**src/verilog/pwr_pkg.sv**
```systemverilog
/* Shared sizes, register map and encodings of the power manager.
   Four domains and eight wake lines; resizing needs the CMD and WAKE decode rechecked. */
package pwr_pkg;

  localparam int NUM_DOMAINS = 4;
  localparam int DOM_W       = 2;
  localparam int NUM_IRQ     = 8;

  localparam int ADDR_W  = 8;
  localparam int DATA_W  = 32;
  localparam int DELAY_W = 8;

  localparam logic [DELAY_W-1:0] DEFAULT_DELAY = 8'd4;
  // a zero delay write is stored as this
  localparam logic [DELAY_W-1:0] DELAY_MIN = 8'd1;

  // register byte offsets
  localparam logic [ADDR_W-1:0] REG_STATUS    = 8'h00;
  localparam logic [ADDR_W-1:0] REG_CMD       = 8'h04;
  localparam logic [ADDR_W-1:0] REG_DELAY     = 8'h08;
  localparam logic [ADDR_W-1:0] REG_WAKE_BASE = 8'h10;

  localparam int STATUS_BUSY_BIT = 31;
  localparam int CMD_OP_BIT      = 8;

  localparam logic [1:0] RESP_OKAY   = 2'b00;
  localparam logic [1:0] RESP_SLVERR = 2'b10;

  typedef enum logic {
    OP_DOWN = 1'b0,
    OP_UP   = 1'b1
  } pwr_op_e;

  // a busy state names the last step that was issued
  typedef enum logic [2:0] {
    ST_IDLE,
    ST_CLK,
    ST_ISO,
    ST_RST,
    ST_SWITCH
  } pwr_state_e;

  typedef enum logic [1:0] {
    STEP_CLK,
    STEP_ISO,
    STEP_RST,
    STEP_SWITCH
  } pwr_step_e;

endpackage

```
**src/verilog/pwr_axil_regs.sv**
```systemverilog
/* AXI4-Lite slave of the power manager. WSTRB is ignored, every write is a full word.
   Unmapped offsets answer SLVERR and read zero; a CMD write while busy is dropped. */
module pwr_axil_regs (
  input  logic                                                  clk_i,
  input  logic                                                  rst_n_i,
  input  logic [pwr_pkg::ADDR_W-1:0]                            s_awaddr_i,
  input  logic                                                  s_awvalid_i,
  output logic                                                  s_awready_o,
  input  logic [pwr_pkg::DATA_W-1:0]                            s_wdata_i,
  input  logic [pwr_pkg::DATA_W/8-1:0]                          s_wstrb_i,
  input  logic                                                  s_wvalid_i,
  output logic                                                  s_wready_o,
  output logic [1:0]                                            s_bresp_o,
  output logic                                                  s_bvalid_o,
  input  logic                                                  s_bready_i,
  input  logic [pwr_pkg::ADDR_W-1:0]                            s_araddr_i,
  input  logic                                                  s_arvalid_i,
  output logic                                                  s_arready_o,
  output logic [pwr_pkg::DATA_W-1:0]                            s_rdata_o,
  output logic [1:0]                                            s_rresp_o,
  output logic                                                  s_rvalid_o,
  input  logic                                                  s_rready_i,
  input  logic                                                  busy_i,
  input  logic [pwr_pkg::NUM_DOMAINS-1:0]                       dom_on_i,
  output logic [pwr_pkg::DELAY_W-1:0]                           delay_o,
  output logic [pwr_pkg::NUM_DOMAINS-1:0][pwr_pkg::NUM_IRQ-1:0] wake_mask_o,
  output logic                                                  cmd_valid_o,
  output logic [pwr_pkg::DOM_W-1:0]                             cmd_dom_o,
  output pwr_pkg::pwr_op_e                                      cmd_op_o
);

  logic                      wr_hs;
  logic                      rd_hs;
  logic                      wr_cmd;
  logic                      wr_delay;
  logic                      wr_wake;
  logic                      wr_ok;
  logic                      rd_ok;
  logic [pwr_pkg::DATA_W-1:0] rd_data;

  // wake masks sit at one word per domain from the base
  function automatic logic is_wake(input logic [pwr_pkg::ADDR_W-1:0] addr);
    return {addr[pwr_pkg::ADDR_W-1:pwr_pkg::DOM_W+2], {pwr_pkg::DOM_W{1'b0}}, addr[1:0]}
           == pwr_pkg::REG_WAKE_BASE;
  endfunction

  // AW and W are taken in one handshake
  assign wr_hs       = s_awvalid_i && s_wvalid_i && !s_bvalid_o;
  assign s_awready_o = wr_hs;
  assign s_wready_o  = wr_hs;

  assign wr_cmd   = (s_awaddr_i == pwr_pkg::REG_CMD);
  assign wr_delay = (s_awaddr_i == pwr_pkg::REG_DELAY);
  assign wr_wake  = is_wake(s_awaddr_i);
  assign wr_ok    = wr_delay || wr_wake || (wr_cmd && !busy_i);

  assign cmd_valid_o = wr_hs && wr_cmd && !busy_i;
  assign cmd_dom_o   = s_wdata_i[pwr_pkg::DOM_W-1:0];
  assign cmd_op_o    = pwr_pkg::pwr_op_e'(s_wdata_i[pwr_pkg::CMD_OP_BIT]);

  assign s_arready_o = !s_rvalid_o;
  assign rd_hs       = s_arvalid_i && s_arready_o;

  always_comb begin
    rd_data = '0;
    rd_ok   = 1'b1;
    if (s_araddr_i == pwr_pkg::REG_STATUS) begin
      rd_data[pwr_pkg::NUM_DOMAINS-1:0]  = dom_on_i;
      rd_data[pwr_pkg::STATUS_BUSY_BIT] = busy_i;
    end else if (s_araddr_i == pwr_pkg::REG_DELAY) begin
      rd_data[pwr_pkg::DELAY_W-1:0] = delay_o;
    end else if (is_wake(s_araddr_i)) begin
      rd_data[pwr_pkg::NUM_IRQ-1:0] = wake_mask_o[s_araddr_i[pwr_pkg::DOM_W+1:2]];
    end else begin
      rd_ok = 1'b0;
    end
  end

  always_ff @(posedge clk_i or negedge rst_n_i) begin
    if (!rst_n_i) begin
      s_bvalid_o  <= 1'b0;
      s_rvalid_o  <= 1'b0;
      delay_o     <= pwr_pkg::DEFAULT_DELAY;
      wake_mask_o <= '0;
    end else begin
      if (wr_hs) begin
        s_bvalid_o <= 1'b1;
      end else if (s_bready_i) begin
        s_bvalid_o <= 1'b0;
      end
      if (rd_hs) begin
        s_rvalid_o <= 1'b1;
      end else if (s_rready_i) begin
        s_rvalid_o <= 1'b0;
      end
      if (wr_hs && wr_delay) begin
        delay_o <= (s_wdata_i[pwr_pkg::DELAY_W-1:0] == '0) ? pwr_pkg::DELAY_MIN :
                   s_wdata_i[pwr_pkg::DELAY_W-1:0];
      end
      if (wr_hs && wr_wake) begin
        wake_mask_o[s_awaddr_i[pwr_pkg::DOM_W+1:2]] <= s_wdata_i[pwr_pkg::NUM_IRQ-1:0];
      end
    end
  end

  // payload loads at the handshake and holds while its valid is high
  always_ff @(posedge clk_i) begin
    if (wr_hs) begin
      s_bresp_o <= wr_ok ? pwr_pkg::RESP_OKAY : pwr_pkg::RESP_SLVERR;
    end
    if (rd_hs) begin
      s_rdata_o <= rd_data;
      s_rresp_o <= rd_ok ? pwr_pkg::RESP_OKAY : pwr_pkg::RESP_SLVERR;
    end
  end

endmodule

```
**src/verilog/pwr_domain_ctrl.sv**
```systemverilog
/* Per-domain switch, isolation, reset and clock gate registers, plus the wake request.
   Domain resets are held through system reset and released on the first clock after it. */
module pwr_domain_ctrl (
  input  logic                                                  clk_i,
  input  logic                                                  rst_n_i,
  input  logic [pwr_pkg::NUM_IRQ-1:0]                           irq_i,
  input  logic [pwr_pkg::NUM_DOMAINS-1:0][pwr_pkg::NUM_IRQ-1:0] wake_mask_i,
  input  logic [pwr_pkg::DOM_W-1:0]                             dom_i,
  input  pwr_pkg::pwr_op_e                                      op_i,
  input  logic                                                  step_valid_i,
  input  pwr_pkg::pwr_step_e                                    step_i,
  input  logic                                                  seq_done_i,
  input  logic                                                  busy_i,
  input  logic [pwr_pkg::NUM_DOMAINS-1:0]                       pwr_ack_i,
  output logic                                                  sel_ack_o,
  output logic [pwr_pkg::NUM_DOMAINS-1:0]                       dom_on_o,
  output logic                                                  wake_req_o,
  output logic [pwr_pkg::DOM_W-1:0]                             wake_dom_o,
  output logic [pwr_pkg::NUM_DOMAINS-1:0]                       pwr_switch_off_o,
  output logic [pwr_pkg::NUM_DOMAINS-1:0]                       iso_en_o,
  output logic [pwr_pkg::NUM_DOMAINS-1:0]                       dom_rst_n_o,
  output logic [pwr_pkg::NUM_DOMAINS-1:0]                       clk_gate_en_o
);

  logic                              init_done_q;
  logic                              down;
  logic [pwr_pkg::NUM_DOMAINS-1:0]   wake_cand;

  assign down      = (op_i == pwr_pkg::OP_DOWN);
  assign sel_ack_o = pwr_ack_i[dom_i];

  always_ff @(posedge clk_i or negedge rst_n_i) begin
    if (!rst_n_i) begin
      init_done_q      <= 1'b0;
      pwr_switch_off_o <= '0;
      iso_en_o         <= '0;
      dom_rst_n_o      <= '0;
      clk_gate_en_o    <= '0;
      dom_on_o         <= '1;
    end else begin
      init_done_q <= 1'b1;
      if (!init_done_q) begin
        dom_rst_n_o <= '1;
      end
      // one step strobe touches the selected domain only
      if (step_valid_i) begin
        case (step_i)
          pwr_pkg::STEP_CLK:    clk_gate_en_o[dom_i]    <= down;
          pwr_pkg::STEP_ISO:    iso_en_o[dom_i]         <= down;
          pwr_pkg::STEP_RST:    dom_rst_n_o[dom_i]      <= !down;
          pwr_pkg::STEP_SWITCH: pwr_switch_off_o[dom_i] <= down;
          default:              ;
        endcase
      end
      if (seq_done_i) begin
        dom_on_o[dom_i] <= !down;
      end
    end
  end

  // lowest masked wake domain is picked
  always_comb begin
    wake_dom_o = '0;
    for (int d = 0; d < pwr_pkg::NUM_DOMAINS; d++) begin
      wake_cand[d] = !dom_on_o[d] && |(irq_i & wake_mask_i[d]);
    end
    for (int d = pwr_pkg::NUM_DOMAINS - 1; d >= 0; d--) begin
      if (wake_cand[d]) begin
        wake_dom_o = d[pwr_pkg::DOM_W-1:0];
      end
    end
  end

  assign wake_req_o = |wake_cand && !busy_i;

endmodule

```
**src/verilog/pwr_manager.sv**
```systemverilog
/* Always-on power manager for four switchable domains behind an AXI4-Lite slave.
   pwr_ack_i is high while a domain is powered; a missing ack stalls the manager. */
module pwr_manager (
  input  logic                                clk_i,
  input  logic                                rst_n_i,
  input  logic [pwr_pkg::ADDR_W-1:0]          s_awaddr_i,
  input  logic                                s_awvalid_i,
  output logic                                s_awready_o,
  input  logic [pwr_pkg::DATA_W-1:0]          s_wdata_i,
  input  logic [pwr_pkg::DATA_W/8-1:0]        s_wstrb_i,
  input  logic                                s_wvalid_i,
  output logic                                s_wready_o,
  output logic [1:0]                          s_bresp_o,
  output logic                                s_bvalid_o,
  input  logic                                s_bready_i,
  input  logic [pwr_pkg::ADDR_W-1:0]          s_araddr_i,
  input  logic                                s_arvalid_i,
  output logic                                s_arready_o,
  output logic [pwr_pkg::DATA_W-1:0]          s_rdata_o,
  output logic [1:0]                          s_rresp_o,
  output logic                                s_rvalid_o,
  input  logic                                s_rready_i,
  input  logic [pwr_pkg::NUM_IRQ-1:0]         irq_i,
  input  logic [pwr_pkg::NUM_DOMAINS-1:0]     pwr_ack_i,
  output logic [pwr_pkg::NUM_DOMAINS-1:0]     pwr_switch_off_o,
  output logic [pwr_pkg::NUM_DOMAINS-1:0]     iso_en_o,
  output logic [pwr_pkg::NUM_DOMAINS-1:0]     dom_rst_n_o,
  output logic [pwr_pkg::NUM_DOMAINS-1:0]     clk_gate_en_o
);

  logic                                                  busy;
  logic [pwr_pkg::NUM_DOMAINS-1:0]                       dom_on;
  logic [pwr_pkg::DELAY_W-1:0]                           delay;
  logic [pwr_pkg::NUM_DOMAINS-1:0][pwr_pkg::NUM_IRQ-1:0] wake_mask;
  logic                                                  cmd_valid;
  logic [pwr_pkg::DOM_W-1:0]                             cmd_dom;
  pwr_pkg::pwr_op_e                                      cmd_op;
  logic                                                  wake_req;
  logic [pwr_pkg::DOM_W-1:0]                             wake_dom;
  logic                                                  sel_ack;
  logic                                                  timer_start;
  logic                                                  timer_done;
  logic [pwr_pkg::DOM_W-1:0]                             seq_dom;
  pwr_pkg::pwr_op_e                                      seq_op;
  logic                                                  step_valid;
  pwr_pkg::pwr_step_e                                    step;
  logic                                                  seq_done;

  pwr_axil_regs i_pwr_axil_regs (
    .clk_i, .rst_n_i,
    .s_awaddr_i, .s_awvalid_i, .s_awready_o,
    .s_wdata_i, .s_wstrb_i, .s_wvalid_i, .s_wready_o,
    .s_bresp_o, .s_bvalid_o, .s_bready_i,
    .s_araddr_i, .s_arvalid_i, .s_arready_o,
    .s_rdata_o, .s_rresp_o, .s_rvalid_o, .s_rready_i,
    .busy_i(busy), .dom_on_i(dom_on), .delay_o(delay), .wake_mask_o(wake_mask),
    .cmd_valid_o(cmd_valid), .cmd_dom_o(cmd_dom), .cmd_op_o(cmd_op)
  );

  pwr_seq_fsm i_pwr_seq_fsm (
    .clk_i, .rst_n_i,
    .cmd_valid_i(cmd_valid), .cmd_dom_i(cmd_dom), .cmd_op_i(cmd_op),
    .wake_req_i(wake_req), .wake_dom_i(wake_dom),
    .sel_ack_i(sel_ack), .timer_done_i(timer_done),
    .busy_o(busy), .dom_o(seq_dom), .op_o(seq_op),
    .step_valid_o(step_valid), .step_o(step),
    .timer_start_o(timer_start), .seq_done_o(seq_done)
  );

  pwr_step_timer i_pwr_step_timer (
    .clk_i, .rst_n_i,
    .start_i(timer_start), .delay_i(delay), .done_o(timer_done)
  );

  pwr_domain_ctrl i_pwr_domain_ctrl (
    .clk_i, .rst_n_i,
    .irq_i, .wake_mask_i(wake_mask),
    .dom_i(seq_dom), .op_i(seq_op),
    .step_valid_i(step_valid), .step_i(step),
    .seq_done_i(seq_done), .busy_i(busy), .pwr_ack_i,
    .sel_ack_o(sel_ack), .dom_on_o(dom_on),
    .wake_req_o(wake_req), .wake_dom_o(wake_dom),
    .pwr_switch_off_o, .iso_en_o, .dom_rst_n_o, .clk_gate_en_o
  );

endmodule

```
**src/verilog/pwr_seq_fsm.sv**
```systemverilog
/* Power step sequencer, one sequence at a time. The first step is issued in the cycle of
   the command or wake. The switch step waits on the ack level with no timeout. */
module pwr_seq_fsm (
  input  logic                      clk_i,
  input  logic                      rst_n_i,
  input  logic                      cmd_valid_i,
  input  logic [pwr_pkg::DOM_W-1:0] cmd_dom_i,
  input  pwr_pkg::pwr_op_e          cmd_op_i,
  input  logic                      wake_req_i,
  input  logic [pwr_pkg::DOM_W-1:0] wake_dom_i,
  input  logic                      sel_ack_i,
  input  logic                      timer_done_i,
  output logic                      busy_o,
  output logic [pwr_pkg::DOM_W-1:0] dom_o,
  output pwr_pkg::pwr_op_e          op_o,
  output logic                      step_valid_o,
  output pwr_pkg::pwr_step_e        step_o,
  output logic                      timer_start_o,
  output logic                      seq_done_o
);

  pwr_pkg::pwr_state_e       state_q;
  pwr_pkg::pwr_state_e       state_d;
  logic [pwr_pkg::DOM_W-1:0] dom_q;
  pwr_pkg::pwr_op_e          op_q;
  logic                      start;
  logic [pwr_pkg::DOM_W-1:0] dom_sel;
  pwr_pkg::pwr_op_e          op_sel;
  logic                      down;

  // command wins over a wake in the same cycle
  assign start   = (state_q == pwr_pkg::ST_IDLE) && (cmd_valid_i || wake_req_i);
  assign dom_sel = cmd_valid_i ? cmd_dom_i : wake_dom_i;
  assign op_sel  = cmd_valid_i ? cmd_op_i : pwr_pkg::OP_UP;

  assign busy_o = (state_q != pwr_pkg::ST_IDLE);
  assign dom_o  = busy_o ? dom_q : dom_sel;
  assign op_o   = busy_o ? op_q : op_sel;
  assign down   = (op_o == pwr_pkg::OP_DOWN);

  always_comb begin
    state_d       = state_q;
    step_valid_o  = 1'b0;
    step_o        = pwr_pkg::STEP_CLK;
    timer_start_o = 1'b0;
    seq_done_o    = 1'b0;
    case (state_q)
      pwr_pkg::ST_IDLE: begin
        if (start) begin
          step_valid_o = 1'b1;
          if (down) begin
            step_o        = pwr_pkg::STEP_CLK;
            timer_start_o = 1'b1;
            state_d       = pwr_pkg::ST_CLK;
          end else begin
            step_o  = pwr_pkg::STEP_SWITCH;
            state_d = pwr_pkg::ST_SWITCH;
          end
        end
      end
      // only reached going down
      pwr_pkg::ST_CLK: begin
        if (timer_done_i) begin
          step_valid_o  = 1'b1;
          step_o        = pwr_pkg::STEP_ISO;
          timer_start_o = 1'b1;
          state_d       = pwr_pkg::ST_ISO;
        end
      end
      pwr_pkg::ST_ISO: begin
        if (timer_done_i) begin
          step_valid_o = 1'b1;
          if (down) begin
            step_o        = pwr_pkg::STEP_RST;
            timer_start_o = 1'b1;
            state_d       = pwr_pkg::ST_RST;
          end else begin
            // clock gate drop ends a power-up
            step_o     = pwr_pkg::STEP_CLK;
            seq_done_o = 1'b1;
            state_d    = pwr_pkg::ST_IDLE;
          end
        end
      end
      pwr_pkg::ST_RST: begin
        if (timer_done_i) begin
          step_valid_o = 1'b1;
          if (down) begin
            step_o  = pwr_pkg::STEP_SWITCH;
            state_d = pwr_pkg::ST_SWITCH;
          end else begin
            step_o        = pwr_pkg::STEP_ISO;
            timer_start_o = 1'b1;
            state_d       = pwr_pkg::ST_ISO;
          end
        end
      end
      pwr_pkg::ST_SWITCH: begin
        if (down && !sel_ack_i) begin
          seq_done_o = 1'b1;
          state_d    = pwr_pkg::ST_IDLE;
        end else if (!down && sel_ack_i) begin
          step_valid_o  = 1'b1;
          step_o        = pwr_pkg::STEP_RST;
          timer_start_o = 1'b1;
          state_d       = pwr_pkg::ST_RST;
        end
      end
      default: state_d = pwr_pkg::ST_IDLE;
    endcase
  end

  always_ff @(posedge clk_i or negedge rst_n_i) begin
    if (!rst_n_i) begin
      state_q <= pwr_pkg::ST_IDLE;
    end else begin
      state_q <= state_d;
    end
  end

  // target of the running sequence
  always_ff @(posedge clk_i) begin
    if (start) begin
      dom_q <= dom_sel;
      op_q  <= op_sel;
    end
  end

endmodule

```
**src/verilog/pwr_step_timer.sv**
```systemverilog
/* Step delay counter. done_o pulses exactly delay_i cycles after start_i;
   a new start_i reloads the count. delay_i must be at least 1. */
module pwr_step_timer (
  input  logic                        clk_i,
  input  logic                        rst_n_i,
  input  logic                        start_i,
  input  logic [pwr_pkg::DELAY_W-1:0] delay_i,
  output logic                        done_o
);

  logic [pwr_pkg::DELAY_W-1:0] cnt_q;

  always_ff @(posedge clk_i or negedge rst_n_i) begin
    if (!rst_n_i) begin
      cnt_q <= '0;
    end else if (start_i) begin
      cnt_q <= delay_i;
    end else if (cnt_q != '0) begin
      cnt_q <= cnt_q - pwr_pkg::DELAY_MIN;
    end
  end

  // last counted cycle
  assign done_o = (cnt_q == pwr_pkg::DELAY_MIN);

endmodule
```
**config.mk**
```make
export PLATFORM = sky130hd
export DESIGN_NAME = pwr_manager
export DESIGN_NICKNAME = d
export VERILOG_FILES = /design/src/verilog/pwr_pkg.sv /design/src/verilog/pwr_axil_regs.sv /design/src/verilog/pwr_domain_ctrl.sv /design/src/verilog/pwr_manager.sv /design/src/verilog/pwr_seq_fsm.sv /design/src/verilog/pwr_step_timer.sv
export SDC_FILE = /design/constraint.sdc
export NUM_CORES = 1
export LEC_CHECK = 0
export BUFFER_PORTS_ARGS = -buffer_cell sky130_fd_sc_hd__buf_2
export CAP_MARGIN = 20
export CORE_MARGIN = 4
export CORE_UTILIZATION = 35
export DETAILED_ROUTE_END_ITERATION = 16
export PLACE_DENSITY_LB_ADDON = 0.08
export SYNTH_ARGS = -nofsm -noshare
export SYNTH_HDL_FRONTEND = slang
export SYNTH_SLANG_ARGS = --single-unit
```
**constraint.sdc**
```tcl
create_clock -name clk_i -period 4 [get_ports clk_i]
set_input_delay 0.2 -clock clk_i [delete_from_list [all_inputs] [get_ports clk_i]]
set_output_delay 0.2 -clock clk_i [all_outputs]
set_load 0.1 [all_outputs]
```
Yosys cells after proc, flatten, opt, wreduce, memory -nomap -nowiden

Index checks and enable logic that the tools add are counted.

Register bits after elaboration: 90
Bits of input ports: 71
Logic and storage cells: 172

Add/sub/neg operators: 1
Magnitude comparators: 5
Equal/unequal tests: 18
Multiplexer cells: 73
Bitwise operators: 5
Reductions and logical operators: 48

Operators with widths:

| operator                                                                 | count |
|---|---|
| 8-bit 2-to-1 mux                                                         | 7 |
| 2-bit 2-to-1 mux                                                         | 17 |
| 8-bit bitwise AND                                                        | 4 |
| 32-bit bitwise mux                                                       | 1 |
| 8-bit OR reduction                                                       | 4 |
| 3-bit 2-to-1 mux                                                         | 8 |
| 1-bit 2-to-1 mux                                                         | 22 |
| 4-bit bitwise mux                                                        | 5 |
| 1-bit logical AND                                                        | 18 |
| 8-bit binary-select mux with 2-bit select                                | 1 |
| 8-bit demux with 2-bit select                                            | 1 |
| 8-bit by 4-bit equality test with 1-bit output (second input constant)   | 2 |
| 8-bit logical NOT                                                        | 2 |
| 4-bit 2-to-1 mux                                                         | 4 |
| 3-bit case mux with 5 select lines                                       | 1 |
| 6-bit by 3-bit equality test with 1-bit output (second input constant)   | 2 |
| 2-bit case mux with 5 select lines                                       | 1 |
| 2-bit by 3-bit < comparator with 1-bit output (second input constant)    | 3 |
| 8-bit by 1-bit equality test with 1-bit output (second input constant)   | 1 |
| 8-bit by 3-bit equality test with 1-bit output (second input constant)   | 1 |
| 1-bit logical NOT                                                        | 8 |
| 2-bit by 1-bit inequality test with 1-bit output (second input constant) | 4 |
| 8-bit nonzero test                                                       | 1 |
| 8-bit by 1-bit subtractor with 8-bit output (second input constant)      | 1 |
| 22 further kinds                                                         | 31 |

Depth between registers and ports, before layout

Gate-level depths: netlist of the first run.

Depth in word-level cells: 18
Depth in mapped cells: 11

Modules after synthesis

From an unflattened synthesis of the first run, not the netlist that was laid out.

Cells, all modules: 434
Area, all modules: 4,988.5 um^2

Modules (own cells, without submodules):

| module          | instances | cells each | area an instance (um^2) | sequential area each (um^2) |
|---|---|---|---|---|
| pwr_axil_regs   | 1         | 197        | 2,698.8                 | 1,382.6 |
| pwr_domain_ctrl | 1         | 111        | 1,168.6                 | 530.5 |
| pwr_seq_fsm     | 1         | 65         | 580.6                   | 165.2 |
| pwr_step_timer  | 1         | 61         | 540.5                   | 200.2 |

Least setup slack after synthesis of the first run

No wires, ideal clock.

Path kind: flip-flop to flip-flop
Start: register i_pwr_axil_regs.s_bvalid_o
End: register i_pwr_step_timer.cnt_q[0] (netlist bit)
Library setup time: 125 ps
Data arrival time: 3,060 ps
Data required time: 3,875 ps
Slack: 815 ps
Cell stages (with the launch flop): 10
Path buffers: 1
Clock period less this slack: 3,185 ps
Cell sequence: dfrtp_1 nand3b_1 nor4_4 nor2_1 a21o_4 mux2i_1 mux2_4 o311a_1 buf_6 mux2_4

Cells in the longest elaborated chain, start to end: 13

RTL lines:

| element                                                       | line                                  | source |
|---|---|---|
| start: declaration                                            | pwr_axil_regs.sv:14                   | `output logic s_bvalid_o,` |
| start signal: assignment                                      | pwr_axil_regs.sv:81                   | `s_bvalid_o <= 1'b0;` |
| start signal: assignment                                      | pwr_axil_regs.sv:87                   | `s_bvalid_o <= 1'b1;` |
| start signal: assignment                                      | pwr_axil_regs.sv:89                   | `s_bvalid_o <= 1'b0;` |
| 1-bit logical NOT (*)                                         | pwr_axil_regs.sv:48                   | `assign wr_hs = s_awvalid_i && s_wvalid_i && !s_bvalid_o;` |
| 1-bit logical AND (*)                                         | pwr_axil_regs.sv:48                   |  |
| 1-bit logical AND (*) (2 in a row)                            | pwr_axil_regs.sv:57                   | `assign cmd_valid_o = wr_hs && wr_cmd && !busy_i;` |
| 2-bit 2-to-1 mux                                              | pwr_seq_fsm.sv:33                     | `assign dom_sel = cmd_valid_i ? cmd_dom_i : wake_dom_i;` |
| 2-bit 2-to-1 mux                                              | pwr_seq_fsm.sv:37                     | `assign dom_o = busy_o ? dom_q : dom_sel;` |
| 1-bit binary-select mux with 2-bit select                     | pwr_domain_ctrl.sv:30                 | `assign sel_ack_o = pwr_ack_i[dom_i];` |
| 1-bit 2-to-1 mux (not written as such)                        | pwr_domain_ctrl.sv:30                 |  |
| 1-bit logical AND / 1-bit logical NOT (equally long branches) | pwr_seq_fsm.sv:102, pwr_seq_fsm.sv:99 |  |
| 1-bit 2-to-1 mux / 1-bit logical AND (equally long branches)  | pwr_seq_fsm.sv:102, pwr_seq_fsm.sv:99 |  |
| 1-bit 2-to-1 mux                                              | pwr_seq_fsm.sv:99                     | `if (down && !sel_ack_i) begin` |
| 1-bit case mux with 5 select lines (*)                        | pwr_seq_fsm.sv:47                     | `case (state_q)` |
| 8-bit 2-to-1 mux / 2-bit nonzero test (equally long branches) | n/a                                   |  |
| end signal: assignment                                        | pwr_step_timer.sv:17                  | `cnt_q <= delay_i;` |
| end signal: assignment                                        | pwr_step_timer.sv:19                  | `cnt_q <= cnt_q - pwr_pkg::DELAY_MIN;` |
| end: declaration                                              | pwr_step_timer.sv:11                  | `logic [pwr_pkg::DELAY_W-1:0] cnt_q;` |

Every way passes the cells marked *; elsewhere a longest branch is shown, timed or not. The select of a mux whose other input is x is not followed.
A chain may end at the register's enable or synchronous reset.

Final worst setup path of the first run

Start: register i_pwr_axil_regs.wake_mask_o[12] (netlist bit)
End: register i_pwr_step_timer.cnt_q[5] (netlist bit)

Cells in the longest elaborated chain, start to end: 14

RTL lines:

| element                                                       | line                                  | source |
|---|---|---|
| start: declaration                                            | pwr_axil_regs.sv:26                   | `output logic [pwr_pkg::NUM_DOMAINS-1:0][pwr_pkg::NUM_IRQ-1:0] wake_mask_o,` |
| start signal: indexed assignment                              | pwr_axil_regs.sv:101                  | `wake_mask_o[s_awaddr_i[pwr_pkg::DOM_W+1:2]] <= s_wdata_i[pwr_pkg::NUM_IRQ-1:0];` |
| 8-bit bitwise AND (*)                                         | pwr_domain_ctrl.sv:65                 | `wake_cand[d] = !dom_on_o[d] && \|(irq_i & wake_mask_i[d]);` |
| 8-bit OR reduction (*)                                        | pwr_domain_ctrl.sv:65                 |  |
| 1-bit logical AND (*)                                         | pwr_domain_ctrl.sv:65                 |  |
| 2-bit 2-to-1 mux (2 in a row)                                 | pwr_domain_ctrl.sv:68                 | `if (wake_cand[d]) begin` |
| 2-bit 2-to-1 mux                                              | pwr_seq_fsm.sv:33                     |  |
| 2-bit 2-to-1 mux                                              | pwr_seq_fsm.sv:37                     |  |
| 1-bit binary-select mux with 2-bit select                     | pwr_domain_ctrl.sv:30                 |  |
| 1-bit 2-to-1 mux (not written as such)                        | pwr_domain_ctrl.sv:30                 |  |
| 1-bit logical AND / 1-bit logical NOT (equally long branches) | pwr_seq_fsm.sv:102, pwr_seq_fsm.sv:99 |  |
| 1-bit 2-to-1 mux / 1-bit logical AND (equally long branches)  | pwr_seq_fsm.sv:102, pwr_seq_fsm.sv:99 |  |
| 1-bit 2-to-1 mux                                              | pwr_seq_fsm.sv:99                     |  |
| 1-bit case mux with 5 select lines (*)                        | pwr_seq_fsm.sv:47                     |  |
| 8-bit 2-to-1 mux / 2-bit nonzero test (equally long branches) | n/a                                   |  |

Marked as above.

==> insert_results.sql, run 1 <==
INSERT INTO impl_metrics (metric_group, metric, value, unit) VALUES
('status', 'run_status', 'complete, no violations', ''),
('setup_path', 'cp.buffers_inverters', '0', ''),
('yosys', 'post_synth.cell_area_avg', '11.4', 'µm²'),
('timing', 'shortest_clock_period_the_worst_path_allows_after_layout', '3180', 'ps'),
('final_layout', 'fill_cells', '1283', ''),
('timing', 'final_period_utilization', '79.5', '%'),
('timing', 'grt_setup_unrepaired', 'no', ''),
('final_layout', 'diodes', '0', ''),
('place', 'gp_congestion', '0.823', ''),
('timing', 'finalClockSkew', '8.51', 'ps'),
('timing', 'maxSlewHeadroom', '32.8', '%'),
('yosys', 'area_share_of_the_largest_cell_type_after_synthesis', '35.5', '%'),
('detailed_routing', 'vias_per_cell', '5.28', ''),
('floorplan', 'chipHeight', '126', 'µm'),
('setup_path', 'timing.critical_path.slowest_stage_cell', 'sky130_fd_sc_hd__o311a_1', ''),
('grt', 'grt_first_pass_wirelength', '20100', 'µm'),
('detailed_routing', 'detail_route.iter0.violations', '290', ''),
('power_and_ir_drop', 'switching_fraction', '43.8', '%'),
('power_and_ir_drop', 'clkPwrFrac', '23.5', '%'),
('clock_network', 'clk_pin_slew', '60', 'ps'),
('yosys', 'ys_ff_latch', '88', ''),
('setup_path', 'worst-endpoint-required', '4230', 'ps'),
('power_and_ir_drop', 'power.combinational.fraction', '42.0', '%'),
('yosys', 'post_synth_most_frequent_cells', 'sky130_fd_sc_hd__dfrtp_1, sky130_fd_sc_hd__mux2_2, sky130_fd_sc_hd__nand2_1', ''),
('yosys', 'yosys_warnings', '0', ''),
('detailed_routing', 'final_antenna_net_count', '0', ''),
('place', 'place_ws', '804', 'ps'),
('timing', 'hold_slack', '21.0', 'ps'),
('power_and_ir_drop', 'cellLeakagePower', '2.55', 'nW'),
('grt', 'largest_net_degree_at_the_start_of_global_routing', '50', ''),
('yosys', 'synthesis.instances', '428', ''),
('power_and_ir_drop', 'vdd.ir_drop.worst', '0.000383', 'V'),
('clock_network', 'root_buffer', 'sky130_fd_sc_hd__clkbuf_16', ''),
('floorplan', 'core_area', '13400', 'µm²'),
('grt', 'grt_remaining_overflow', '0', ''),
('timing', 'hold_viol_final', '0', ''),
('grt', 'grt_antenna_before_repair', '0', ''),
('power_and_ir_drop', 'p_per_area', '592', 'nW/µm²'),
('yosys', 'synth-edff-count', '14', ''),
('final_layout', 'final-seq-area', '2280', 'µm²'),
('clock_network', 'tritoncts.num_buffers', '9', ''),
('timing', 'setup-tns-final', '0', 'ps'),
('power_and_ir_drop', 'power.sequential.fraction', '34.5', '%'),
('detailed_routing', 'drt_pre_antenna_iters', '5', ''),
('floorplan', 'floorplan.die_area', '15800', 'µm²'),
('yosys', 'synth-main-ff-cell', 'sky130_fd_sc_hd__dfrtp_1', ''),
('clock_network', 'cts_buffer_depth', '2', ''),
('floorplan', 'floorplan.initialDensity', '36.3', '%'),
('grt', 'vias_in_the_first_global_route', '3568', ''),
('yosys', 'synthDistinctLibCells', '63', ''),
('grt', 'groute.layer.met2.usage', '24.4', '%'),
('yosys', 'synth.cell_area', '4860', 'µm²'),
('detailed_routing', 'detailroute.via_count', '3639', ''),
('clock_network', 'cts_setup_buffers', '0', ''),
('setup_path', 'crit_path_start_kind', 'register', ''),
('clock_network', 'clock_sinks', '88', ''),
('yosys', 'yosys.cell_count.top_type', 'sky130_fd_sc_hd__dfrtp_1', ''),
('setup_path', 'crit_path_end_kind', 'register', ''),
('hold_path', 'hold_path_class', 'in -> reg', ''),
('setup_path', 'worst_r2r_path_depth', '8', ''),
('timing', 'worst-slew-pin-transition', '1010', 'ps'),
('detailed_routing', 'totalWireLength', '12700', 'µm'),
('detailed_routing', 'route.detailed.wl_per_inst', '18.4', 'µm'),
('final_layout', 'finalInstanceArea', '5610', 'µm²'),
('setup_path', 'critical_r2r_launch', 'i_pwr_axil_regs.wake_mask_o[12]', ''),
('final_layout', 'nets', '581', ''),
('floorplan', 'die_width', '126', 'µm'),
('setup_path', 'critical_path_capture_point', 'i_pwr_step_timer.cnt_q[5]', ''),
('yosys', 'synthArstFlopShare', '84.1', '%'),
('setup_path', 'critPathMaxFanout', '8', ''),
('grt', 'grt.busiest_layer', 'met2', '');
-- placed cells by master (no fill, tap or decap), types with 8 or more instances in the layout --
master                      instances
sky130_fd_sc_hd__a21oi_1           14
sky130_fd_sc_hd__clkbuf_16          9
sky130_fd_sc_hd__mux2_4             8
sky130_fd_sc_hd__conb_1            26
sky130_fd_sc_hd__nand2_1           36
sky130_fd_sc_hd__a22oi_1           17
sky130_fd_sc_hd__buf_2             75
sky130_fd_sc_hd__edfxtp_1          14
sky130_fd_sc_hd__inv_1             11
sky130_fd_sc_hd__nand3_1            8
sky130_fd_sc_hd__mux4_2             8
sky130_fd_sc_hd__dfrtp_1           69
sky130_fd_sc_hd__o21ai_0           17
sky130_fd_sc_hd__nor2_1            34
sky130_fd_sc_hd__mux2_2            53
-- layout make-up --
type / count / share of cell area (%)
Multi-Input combinational cell: 315 / 42.2
Tap cell: 176 / 3.93
Clock buffer: 10 / 4.08
Inverter: 11 / 0.736
Timing Repair Buffer: 83 / 7.81
Sequential cell: 88 / 40.6
Clock inverter: 6 / 0.647
-- worst min-delay path by stage --
stage | from | endpoint | cells past startpoint
finish | s_rready_i | i_pwr_axil_regs.s_rvalid_o | 2
global route | s_rready_i | i_pwr_axil_regs.s_rvalid_o | 2
CTS | s_rready_i | i_pwr_axil_regs.s_rvalid_o | 2
detailed placement | rst_n_i | i_pwr_domain_ctrl.pwr_switch_off_o[1] | 1
global placement | rst_n_i | i_pwr_domain_ctrl.pwr_switch_off_o[1] | 1
floorplan | rst_n_i | i_pwr_axil_regs.delay_o[0] | 0
-- cell families after synthesis --
logic type,share of synthesized area [%]
other,0.155
AO/OA/AOI/OAI,12.5
multiplexers,19.5
buffers and inverters,6.31
flip-flops,46.9
XOR/XNOR,0.541
adder cells (fa/ha/maj),0.515
AND/OR/NAND/NOR,13.6
-- worst reg2reg max path, cell delays in order, from the launching register on --
cell and delay, ps:
sky130_fd_sc_hd__dfrtp_1 400, sky130_fd_sc_hd__a22oi_1 230, sky130_fd_sc_hd__a41oi_1 250, sky130_fd_sc_hd__a211oi_1 470, sky130_fd_sc_hd__a21o_4 230, sky130_fd_sc_hd__mux2i_1 330, sky130_fd_sc_hd__mux2_4 290, sky130_fd_sc_hd__o311a_1 520
sky130_fd_sc_hd__mux2_4 350
-- routing by layer --
layer	vias to the layer above	wire [µm]
met5	-	0
li1	1699	-
met1	1800	6160
met3	13	762
met4	0	204
met2	127	5560
-- power by group through the flow --
stage	Clock, mW	Sequential, mW	Combinational (mW)
global route	0.836	1.16	1.49
global placement	0	1.16	1.38
detailed placement	0	1.16	1.39
CTS	0.796	1.15	1.40
finish	0.781	1.15	1.39
floorplan	0	1.53	0.753
-- registers in the layout, indices dropped and copies added (netlist names) --
| register | count |
|---|---|
| i_pwr_step_timer.cnt_q | 8 |
| i_pwr_axil_regs.s_rdata_o | 9 |
| i_pwr_axil_regs.s_bvalid_o | 1 |
| i_pwr_axil_regs.wake_mask_o | 32 |
| i_pwr_domain_ctrl.clk_gate_en_o | 4 |
| i_pwr_axil_regs.s_rresp_o | 1 |
| i_pwr_domain_ctrl.dom_rst_n_o | 4 |
| i_pwr_seq_fsm.op_q | 1 |
| i_pwr_axil_regs.delay_o | 8 |
| i_pwr_seq_fsm.state_q | 3 |
| i_pwr_domain_ctrl.init_done_q | 1 |
| i_pwr_axil_regs.s_rvalid_o | 1 |
| i_pwr_domain_ctrl.dom_on_o | 4 |
| i_pwr_domain_ctrl.pwr_switch_off_o | 4 |
| i_pwr_axil_regs.s_bresp_o | 1 |
| i_pwr_seq_fsm.dom_q | 2 |
| i_pwr_domain_ctrl.iso_en_o | 4 |
-- through the flow --
stage	utilization [%]	instances	total power [mW]
2_1_floorplan	-	452	2.29
3_3_place_gp	39.8	672	2.54
3_5_place_dp	39.8	672	2.56
4_1_cts	41.8	689	3.34
5_1_grt	41.8	689	3.49
6_report	41.8	689	3.32
-- what timing repair did --
action / in CTS / in global routing
hold endpoints to repair: 21 / 0
gates resized for setup: 0 / 0
hold buffers: 1 / 0
(Power assumes the default switching activity.)
==> inputs of run 2 (changes only) <==
==> constraint.sdc (replaced) <==
create_clock -name clk_i -period 2.55 [get_ports clk_i]
set_input_delay 0.1275 -clock clk_i [delete_from_list [all_inputs] [get_ports clk_i]]
set_output_delay 0.1275 -clock clk_i [all_outputs]
set_load 0.1 [all_outputs]
==> insert_results.sql, run 2 (synthesis results as in run 1) <==
INSERT INTO impl_metrics (metric_group, metric, value, unit) VALUES
('setup_path', 'critPathMaxFanout', '8', ''),
('final_layout', 'largest_reg_flops', '32', ''),
('grt', 'grt_first_pass_wirelength', '21400', 'µm'),
('floorplan', 'design.portCount', '128', ''),
('final_layout', 'most_flops_register', 'i_pwr_axil_regs.wake_mask_o', ''),
('timing', 'shortest_clock_period_the_worst_path_allows_after_layout', '2620', 'ps'),
('place', 'detailedPlacementHpwl', '10200', 'µm'),
('clock_network', 'root_buffer', 'sky130_fd_sc_hd__clkbuf_16', ''),
('setup_path', 'crit_path_end_kind', 'register', ''),
('setup_path', 'crit_path_start_kind', 'register', ''),
('timing', 'setup_viol', '12', ''),
('setup_path', 'timing.critical_path.slowest_cell_delay', '470', 'ps'),
('clock_network', 'h_tree_depth', '3', ''),
('detailed_routing', 'totalWireLength', '13700', 'µm'),
('detailed_routing', 'route.detailed.wl_per_inst', '17.8', 'µm'),
('status', 'run_status', 'finished, violations left', ''),
('setup_path', 'critical_path.top_delay_family', 'multiplexers', ''),
('power_and_ir_drop', 'cellLeakagePower', '3.00', 'nW'),
('final_layout', 'most-common-layout-cells', 'sky130_fd_sc_hd__buf_4, sky130_fd_sc_hd__buf_2, sky130_fd_sc_hd__dfrtp_1, sky130_fd_sc_hd__mux2_2, sky130_fd_sc_hd__nand2_1', ''),
('clock_network', 'cts_buffer_depth', '2', ''),
('power_and_ir_drop', 'vdd.ir_drop.worst', '0.000667', 'V'),
('floorplan', 'core_area', '13400', 'µm²'),
('clock_network', 'cts_tree', 'done', ''),
('place', 'gp_congestion', '0.812', ''),
('floorplan', 'chipHeight', '126', 'µm'),
('timing', 'setup-tns-final', '-617', 'ps'),
('place', 'place_ws', '-238', 'ps'),
('job', 'max_cap_violations', '0', ''),
('timing', 'grt_setup_unrepaired', 'yes', ''),
('hold_path', 'hold_path_class', 'in -> reg', ''),
('power_and_ir_drop', 'p_per_area', '891', 'nW/µm²'),
('setup_path', 'worst-endpoint-required', '2790', 'ps'),
('timing', 'setup_slack', '-74.6', 'ps'),
('detailed_routing', 'route.detailed.drc', '0', ''),
('timing', 'worst-slew-pin-transition', '542', 'ps'),
('detailed_routing', 'detailroute.via_count', '3895', ''),
('final_layout', 'largest_registers', 'i_pwr_axil_regs.wake_mask_o x32, i_pwr_axil_regs.s_rdata_o x9', ''),
('clock_network', 'tritoncts.num_buffers', '9', ''),
('timing', 'final_period_utilization', '103', '%'),
('grt', 'grt_antenna_before_repair', '0', ''),
('clock_network', 'worst_skew_pair.late_latency', '350', 'ps'),
('final_layout', 'diodes', '0', ''),
('final_layout', 'final_core_utilization', '48.4', '%'),
('setup_path', 'cp_data_arrival_time', '2860', 'ps'),
('final_layout', 'mostFrequentLayoutCell', 'sky130_fd_sc_hd__buf_4', ''),
('setup_path', 'cp.buffers_inverters', '1', ''),
('clock_network', 'clock_sinks', '88', ''),
('detailed_routing', 'vias_per_cell', '5.08', ''),
('setup_path', 'timing.critical_path.slowest_stage_cell', 'sky130_fd_sc_hd__dfrtp_4', ''),
('place', 'port_buffers', '75', ''),
('grt', 'global_route.usage.total', '17.3', '%'),
('timing', 'finalMaxSlewViolations', '0', ''),
('floorplan', 'floorplan.rows', '42', ''),
('timing', 'maxClockFrequency', '381', 'MHz'),
('final_layout', 'final_layout_size_suffix_gt1_share', '49.3', '%'),
('clock_network', 'clk_pin_slew', '70', 'ps'),
('floorplan', 'floorplan.die_area', '15800', 'µm²'),
('timing', 'hold_viol_final', '0', ''),
('detailed_routing', 'drt_pre_antenna_iters', '4', ''),
('floorplan', 'die_width', '126', 'µm'),
('timing', 'maxSlewHeadroom', '63.9', '%'),
('grt', 'grt_remaining_overflow', '0', ''),
('final_layout', 'nets', '658', ''),
('grt', 'largest_net_degree_at_the_start_of_global_routing', '44', ''),
('detailed_routing', 'detail_route.iter0.violations', '224', ''),
('final_layout', 'fill_cells', '1264', ''),
('detailed_routing', 'final_antenna_net_count', '0', ''),
('setup_path', 'timing.critical_path.cells', 'nand3b_1 > nor4_4 > buf_4 > or2_4 > o31a_1 > mux2_4 > o311a_4 > mux2_4', ''),
('timing', 'finalClockSkew', '8.37', 'ps'),
('status', 'violations', 'negative setup slack', ''),
('final_layout', 'synthToLayoutAreaGrowth', '33.5', '%'),
('setup_path', 'cell_occurring_most_often_along_the_worst_timing_path', 'sky130_fd_sc_hd__mux2_4', ''),
('timing', 'hold_slack', '76.9', 'ps'),
('floorplan', 'floorplan.initialDensity', '36.3', '%'),
('setup_path', 'critical_path_class', 'reg -> reg', ''),
('grt', 'vias_in_the_first_global_route', '3841', '');
==> run 2: through the flow <==
step           instance area [µm²]  power [mW]  cells
2_1_floorplan                 4970        3.60    452
3_3_place_gp                  5880        4.23    739
3_5_place_dp                  5880        4.27    739
4_1_cts                       6370        5.76    761
5_1_grt                       6490        6.07    766
6_report                      6490        5.78    766
==> run 2: repair_timing <==
action                                  4_1_cts  5_1_grt
buffers inserted                              6        4
gates resized for setup                      30       18
hold buffers                                  2        1
gates cloned                                  0        0
pin swaps                                    18        3
endpoints found under the setup margin       23       24
hold endpoints to repair                      2       37
==> run 2: report_power, final <==
group / switching [mW] / leakage, nW / internal (mW)
logic: 1.69 / 1.75 / 0.886
registers: 0.150 / 1.10 / 1.64
clock network: 0.561 / 0.151 / 0.859
==> run 2: worst register-to-register path: cells and delay by family, from the launching register on <==
family,cells,cell delay (ps)
DFF,1,470
muxes,2,650
buffers and inverters,1,180
and+or+nand+nor,3,630
AOI/OAI and AO/OA,2,590
==> run 2: final timing paths <==
path	cells past startpoint	startpoint	slack [ps]	end
setup / recovery	8	i_pwr_axil_regs.s_bvalid_o	-70	i_pwr_step_timer.cnt_q[5]
hold / removal	3	s_araddr_i[1]	80	i_pwr_axil_regs.s_rresp_o[1]
setup reg to reg	8	i_pwr_axil_regs.s_bvalid_o	-70	i_pwr_step_timer.cnt_q[5]
hold reg to reg	1	i_pwr_domain_ctrl.clk_gate_en_o[3]	500	i_pwr_domain_ctrl.clk_gate_en_o[3]
max in group asynchronous	4	rst_n_i	1680	i_pwr_axil_regs.delay_o[2]
min in group asynchronous	2	rst_n_i	140	i_pwr_domain_ctrl.dom_rst_n_o[1]
==> run 2: routing by layer <==
metal | track usage (%) | vias to the layer above | share of wire (%)
li1 | - | 1861 | -
met1 | 25.5 | 1901 | 48
met2 | 25.7 | 119 | 45
met3 | 3.51 | 14 | 5.2
met4 | 5.68 | 0 | 1.6
met5 | 0 | - | 0
==> run 2: cell type report <==
class	instances	area (µm²)	share of cell area, %
sequential	88	2280	35.2
clock buffer	11	233	3.59
inverter	11	41.3	0.636
timing repair buffer	160	1060	16.3
tap	176	220	3.39
clock inverter	5	81.3	1.25
multi-input combinational	315	2570	39.6
==> inputs of run 3 (changes only) <==
--- a/config.mk
+++ b/config.mk
@@ -8,7 +8,7 @@
 export BUFFER_PORTS_ARGS = -buffer_cell sky130_fd_sc_hd__buf_2
 export CAP_MARGIN = 20
 export CORE_MARGIN = 4
-export CORE_UTILIZATION = 35
+export CORE_UTILIZATION = 48
 export DETAILED_ROUTE_END_ITERATION = 16
 export PLACE_DENSITY_LB_ADDON = 0.08
 export SYNTH_ARGS = -nofsm -noshare
==> insert_results.sql, run 3 (synthesis results as in run 1) <==
INSERT INTO impl_metrics (metric_group, metric, value, unit) VALUES
('floorplan', 'floorplan.initialDensity', '49.5', '%'),
('final_layout', 'final-instance-count-excl-fill', '713', ''),
('detailed_routing', 'route.detailed.wl_per_inst', '18.0', 'µm'),
('setup_path', 'critical_path_class', 'reg -> reg', ''),
('final_layout', 'largest_registers', 'i_pwr_axil_regs.wake_mask_o x32, i_pwr_axil_regs.s_rdata_o x9', ''),
('timing', 'grt_setup_unrepaired', 'yes', ''),
('final_layout', 'largest_reg_flops', '32', ''),
('final_layout', 'nets', '648', ''),
('timing', 'worst-slew-pin-transition', '742', 'ps'),
('timing', 'finalClockSkew', '15.2', 'ps'),
('setup_path', 'worst_r2r_path_depth', '8', ''),
('grt', 'vias_in_the_first_global_route', '3896', ''),
('power_and_ir_drop', 'vdd.ir_drop.worst', '0.000626', 'V'),
('setup_path', 'critical_r2r_launch', 'i_pwr_seq_fsm.state_q[2]', ''),
('timing', 'shortest_clock_period_the_worst_path_allows_after_layout', '2620', 'ps'),
('timing', 'maxSlewHeadroom', '50.5', '%'),
('status', 'violations', 'negative setup slack', ''),
('detailed_routing', 'totalWireLength', '12800', 'µm'),
('grt', 'grt_remaining_overflow', '0', ''),
('detailed_routing', 'final_antenna_net_count', '0', ''),
('final_layout', 'most_flops_register', 'i_pwr_axil_regs.wake_mask_o', ''),
('grt', 'grt.busiest_layer', 'met1', ''),
('final_layout', 'mostFrequentLayoutCell', 'sky130_fd_sc_hd__buf_2', ''),
('grt', 'grt_first_pass_wirelength', '20100', 'µm'),
('final_layout', 'final_layout_size_suffix_gt1_share', '49.1', '%'),
('clock_network', 'worst_skew_pair.late_latency', '370', 'ps'),
('grt', 'grt_antenna_before_repair', '0', ''),
('clock_network', 'clock_sinks', '88', ''),
('status', 'run_status', 'finished, violations left', ''),
('place', 'port_buffers', '75', ''),
('timing', 'finalMaxSlewViolations', '0', ''),
('setup_path', 'worst-r2r-setup-slack', '-70', 'ps'),
('place', 'detailedPlacementHpwl', '9510', 'µm'),
('detailed_routing', 'detail_route.iter0.violations', '208', ''),
('grt', 'global_route.usage.total', '22.0', '%'),
('power_and_ir_drop', 'cellLeakagePower', '2.91', 'nW'),
('detailed_routing', 'vias_per_cell', '5.49', ''),
('hold_path', 'hold_path_class', 'in -> reg', ''),
('timing', 'setup-tns-final', '-567', 'ps'),
('grt', 'global_route.usage.met1', '33.0', '%'),
('grt', 'largest_net_degree_at_the_start_of_global_routing', '43', ''),
('final_layout', 'diodes', '0', ''),
('detailed_routing', 'route.detailed.drc', '0', ''),
('grt', 'met3_usage', '2.90', '%'),
('setup_path', 'timing.rr.end', 'i_pwr_step_timer.cnt_q[2]', ''),
('grt', 'groute.layer.met2.usage', '32.9', '%'),
('floorplan', 'floorplan.die_area', '11800', 'µm²'),
('job', 'max_cap_violations', '0', ''),
('clock_network', 'clk_pin_slew', '100', 'ps'),
('setup_path', 'worst-endpoint-required', '2810', 'ps'),
('detailed_routing', 'detailroute.via_count', '3913', ''),
('power_and_ir_drop', 'p_per_area', '838', 'nW/µm²'),
('timing', 'setup_viol', '13', ''),
('clock_network', 'cts_tree', 'done', ''),
('final_layout', 'most-common-layout-cells', 'sky130_fd_sc_hd__buf_2, sky130_fd_sc_hd__dfrtp_1, sky130_fd_sc_hd__buf_4, sky130_fd_sc_hd__mux2_2, sky130_fd_sc_hd__nand2_1', ''),
('floorplan', 'chipHeight', '109', 'µm'),
('detailed_routing', 'drt_pre_antenna_iters', '5', ''),
('floorplan', 'die_width', '109', 'µm'),
('timing', 'final_period_utilization', '103', '%'),
('timing', 'hold_viol_final', '0', ''),
('setup_path', 'crit_path_start_kind', 'register', ''),
('place', 'gp_congestion', '0.841', ''),
('final_layout', 'synthToLayoutAreaGrowth', '28.8', '%'),
('setup_path', 'crit_path_end_kind', 'register', ''),
('floorplan', 'floorplan.rows', '36', ''),
('clock_network', 'tritoncts.num_buffers', '9', ''),
('clock_network', 'root_buffer', 'sky130_fd_sc_hd__clkbuf_8', ''),
('floorplan', 'core_area', '9820', 'µm²'),
('setup_path', 'critical_path_capture_point', 'i_pwr_step_timer.cnt_q[2]', ''),
('place', 'place.detailed.instances', '686', ''),
('timing', 'maxClockFrequency', '381', 'MHz'),
('floorplan', 'design.portCount', '128', ''),
('clock_network', 'h_tree_depth', '3', ''),
('setup_path', 'cp_data_arrival_time', '2880', 'ps'),
('setup_path', 'critPathMaxFanout', '8', ''),
('clock_network', 'cts_buffer_depth', '2', ''),
('timing', 'setup_slack', '-72.8', 'ps'),
('setup_path', 'startpoint', 'i_pwr_seq_fsm.state_q[2]', '');
[run 3: cell types whose count changed in the layout (fill, tap and decap cells not counted), moves of 3 or more]
cell                         before  now
sky130_fd_sc_hd__nand2_4          0    3
sky130_fd_sc_hd__buf_4           76   66
sky130_fd_sc_hd__clkbuf_8         0    9
sky130_fd_sc_hd__clkinvlp_4       0    3
sky130_fd_sc_hd__nand2_2          5    1
sky130_fd_sc_hd__clkbuf_16        9    0
sky130_fd_sc_hd__inv_6            0    3
[run 3: per-stage QoR]
step | power [mW] | worst slack (ps) | cell area (µm²) | util [%] | hold WS, ps
after floorplan | 3.60 | -409 | 4970 | - | -168
after global placement | 4.16 | -215 | 5750 | 58.6 | 234
after detailed placement | 4.20 | -238 | 5750 | 58.6 | 232
after CTS | 5.18 | -68.6 | 6090 | 62.1 | 66.8
after global routing | 5.51 | -177 | 6260 | 63.7 | 103
final | 5.24 | -72.8 | 6260 | 63.7 | 74.1
[run 3: how the worst min path moves through the flow]
stage	startpoint	to	slack (ps)	depth (start not counted)
6_report	s_araddr_i[1]	i_pwr_axil_regs.s_rresp_o[1]	70	3
3_3_place_gp	rst_n_i	i_pwr_domain_ctrl.iso_en_o[2]	230	1
2_1_floorplan	rst_n_i	i_pwr_axil_regs.delay_o[0]	-170	0
5_1_grt	s_araddr_i[4]	i_pwr_axil_regs.s_rresp_o[1]	100	2
4_1_cts	s_araddr_i[1]	i_pwr_axil_regs.s_rresp_o[1]	70	3
3_5_place_dp	rst_n_i	i_pwr_domain_ctrl.pwr_switch_off_o[3]	230	1
[run 3: what timing repair did]
action,in CTS,in global routing
setup buffers,6,5
pin swaps,11,19
endpoints found under the setup margin,23,24
hold endpoints to repair,34,0
resized for setup,21,35
hold buffers,3,0
[run 3: report_power, final]
part           leakage (nW)  switching (mW)  internal (mW)
sequential             1.10           0.138           1.63
combinational          1.72            1.68          0.860
clock                0.0848           0.558          0.371
[run 3: worst max-delay path, stage by stage (launching register included)]
cell                      delay, ps
sky130_fd_sc_hd__dfrtp_1        400
sky130_fd_sc_hd__or3_4          440
sky130_fd_sc_hd__nor4b_4        320
sky130_fd_sc_hd__a22o_4         170
sky130_fd_sc_hd__a21o_4         110
sky130_fd_sc_hd__mux2i_2         70
sky130_fd_sc_hd__mux2_4         290
sky130_fd_sc_hd__o311a_4        390
sky130_fd_sc_hd__mux2_4         310
[run 3: routing by layer]
metal  routed length (µm)  vias up  share of wire (%)
met3                  820       21                6.4
met5                    0        -                  0
met4                  190        0                1.5
met1                 5850     1914                 46
li1                     -     1833                  -
met2                 5970      145                 47
[run 3: area by class of cell]
class                           instances  area, µm²
Sequential cell                        88       2280
Timing Repair Buffer                  150        977
Inverter                               11       41.3
Clock buffer                            9        124
Clock inverter                          7       60.1
Multi-Input combinational cell        315       2610
Tap cell                              133        166
Fill cell                             811       3560
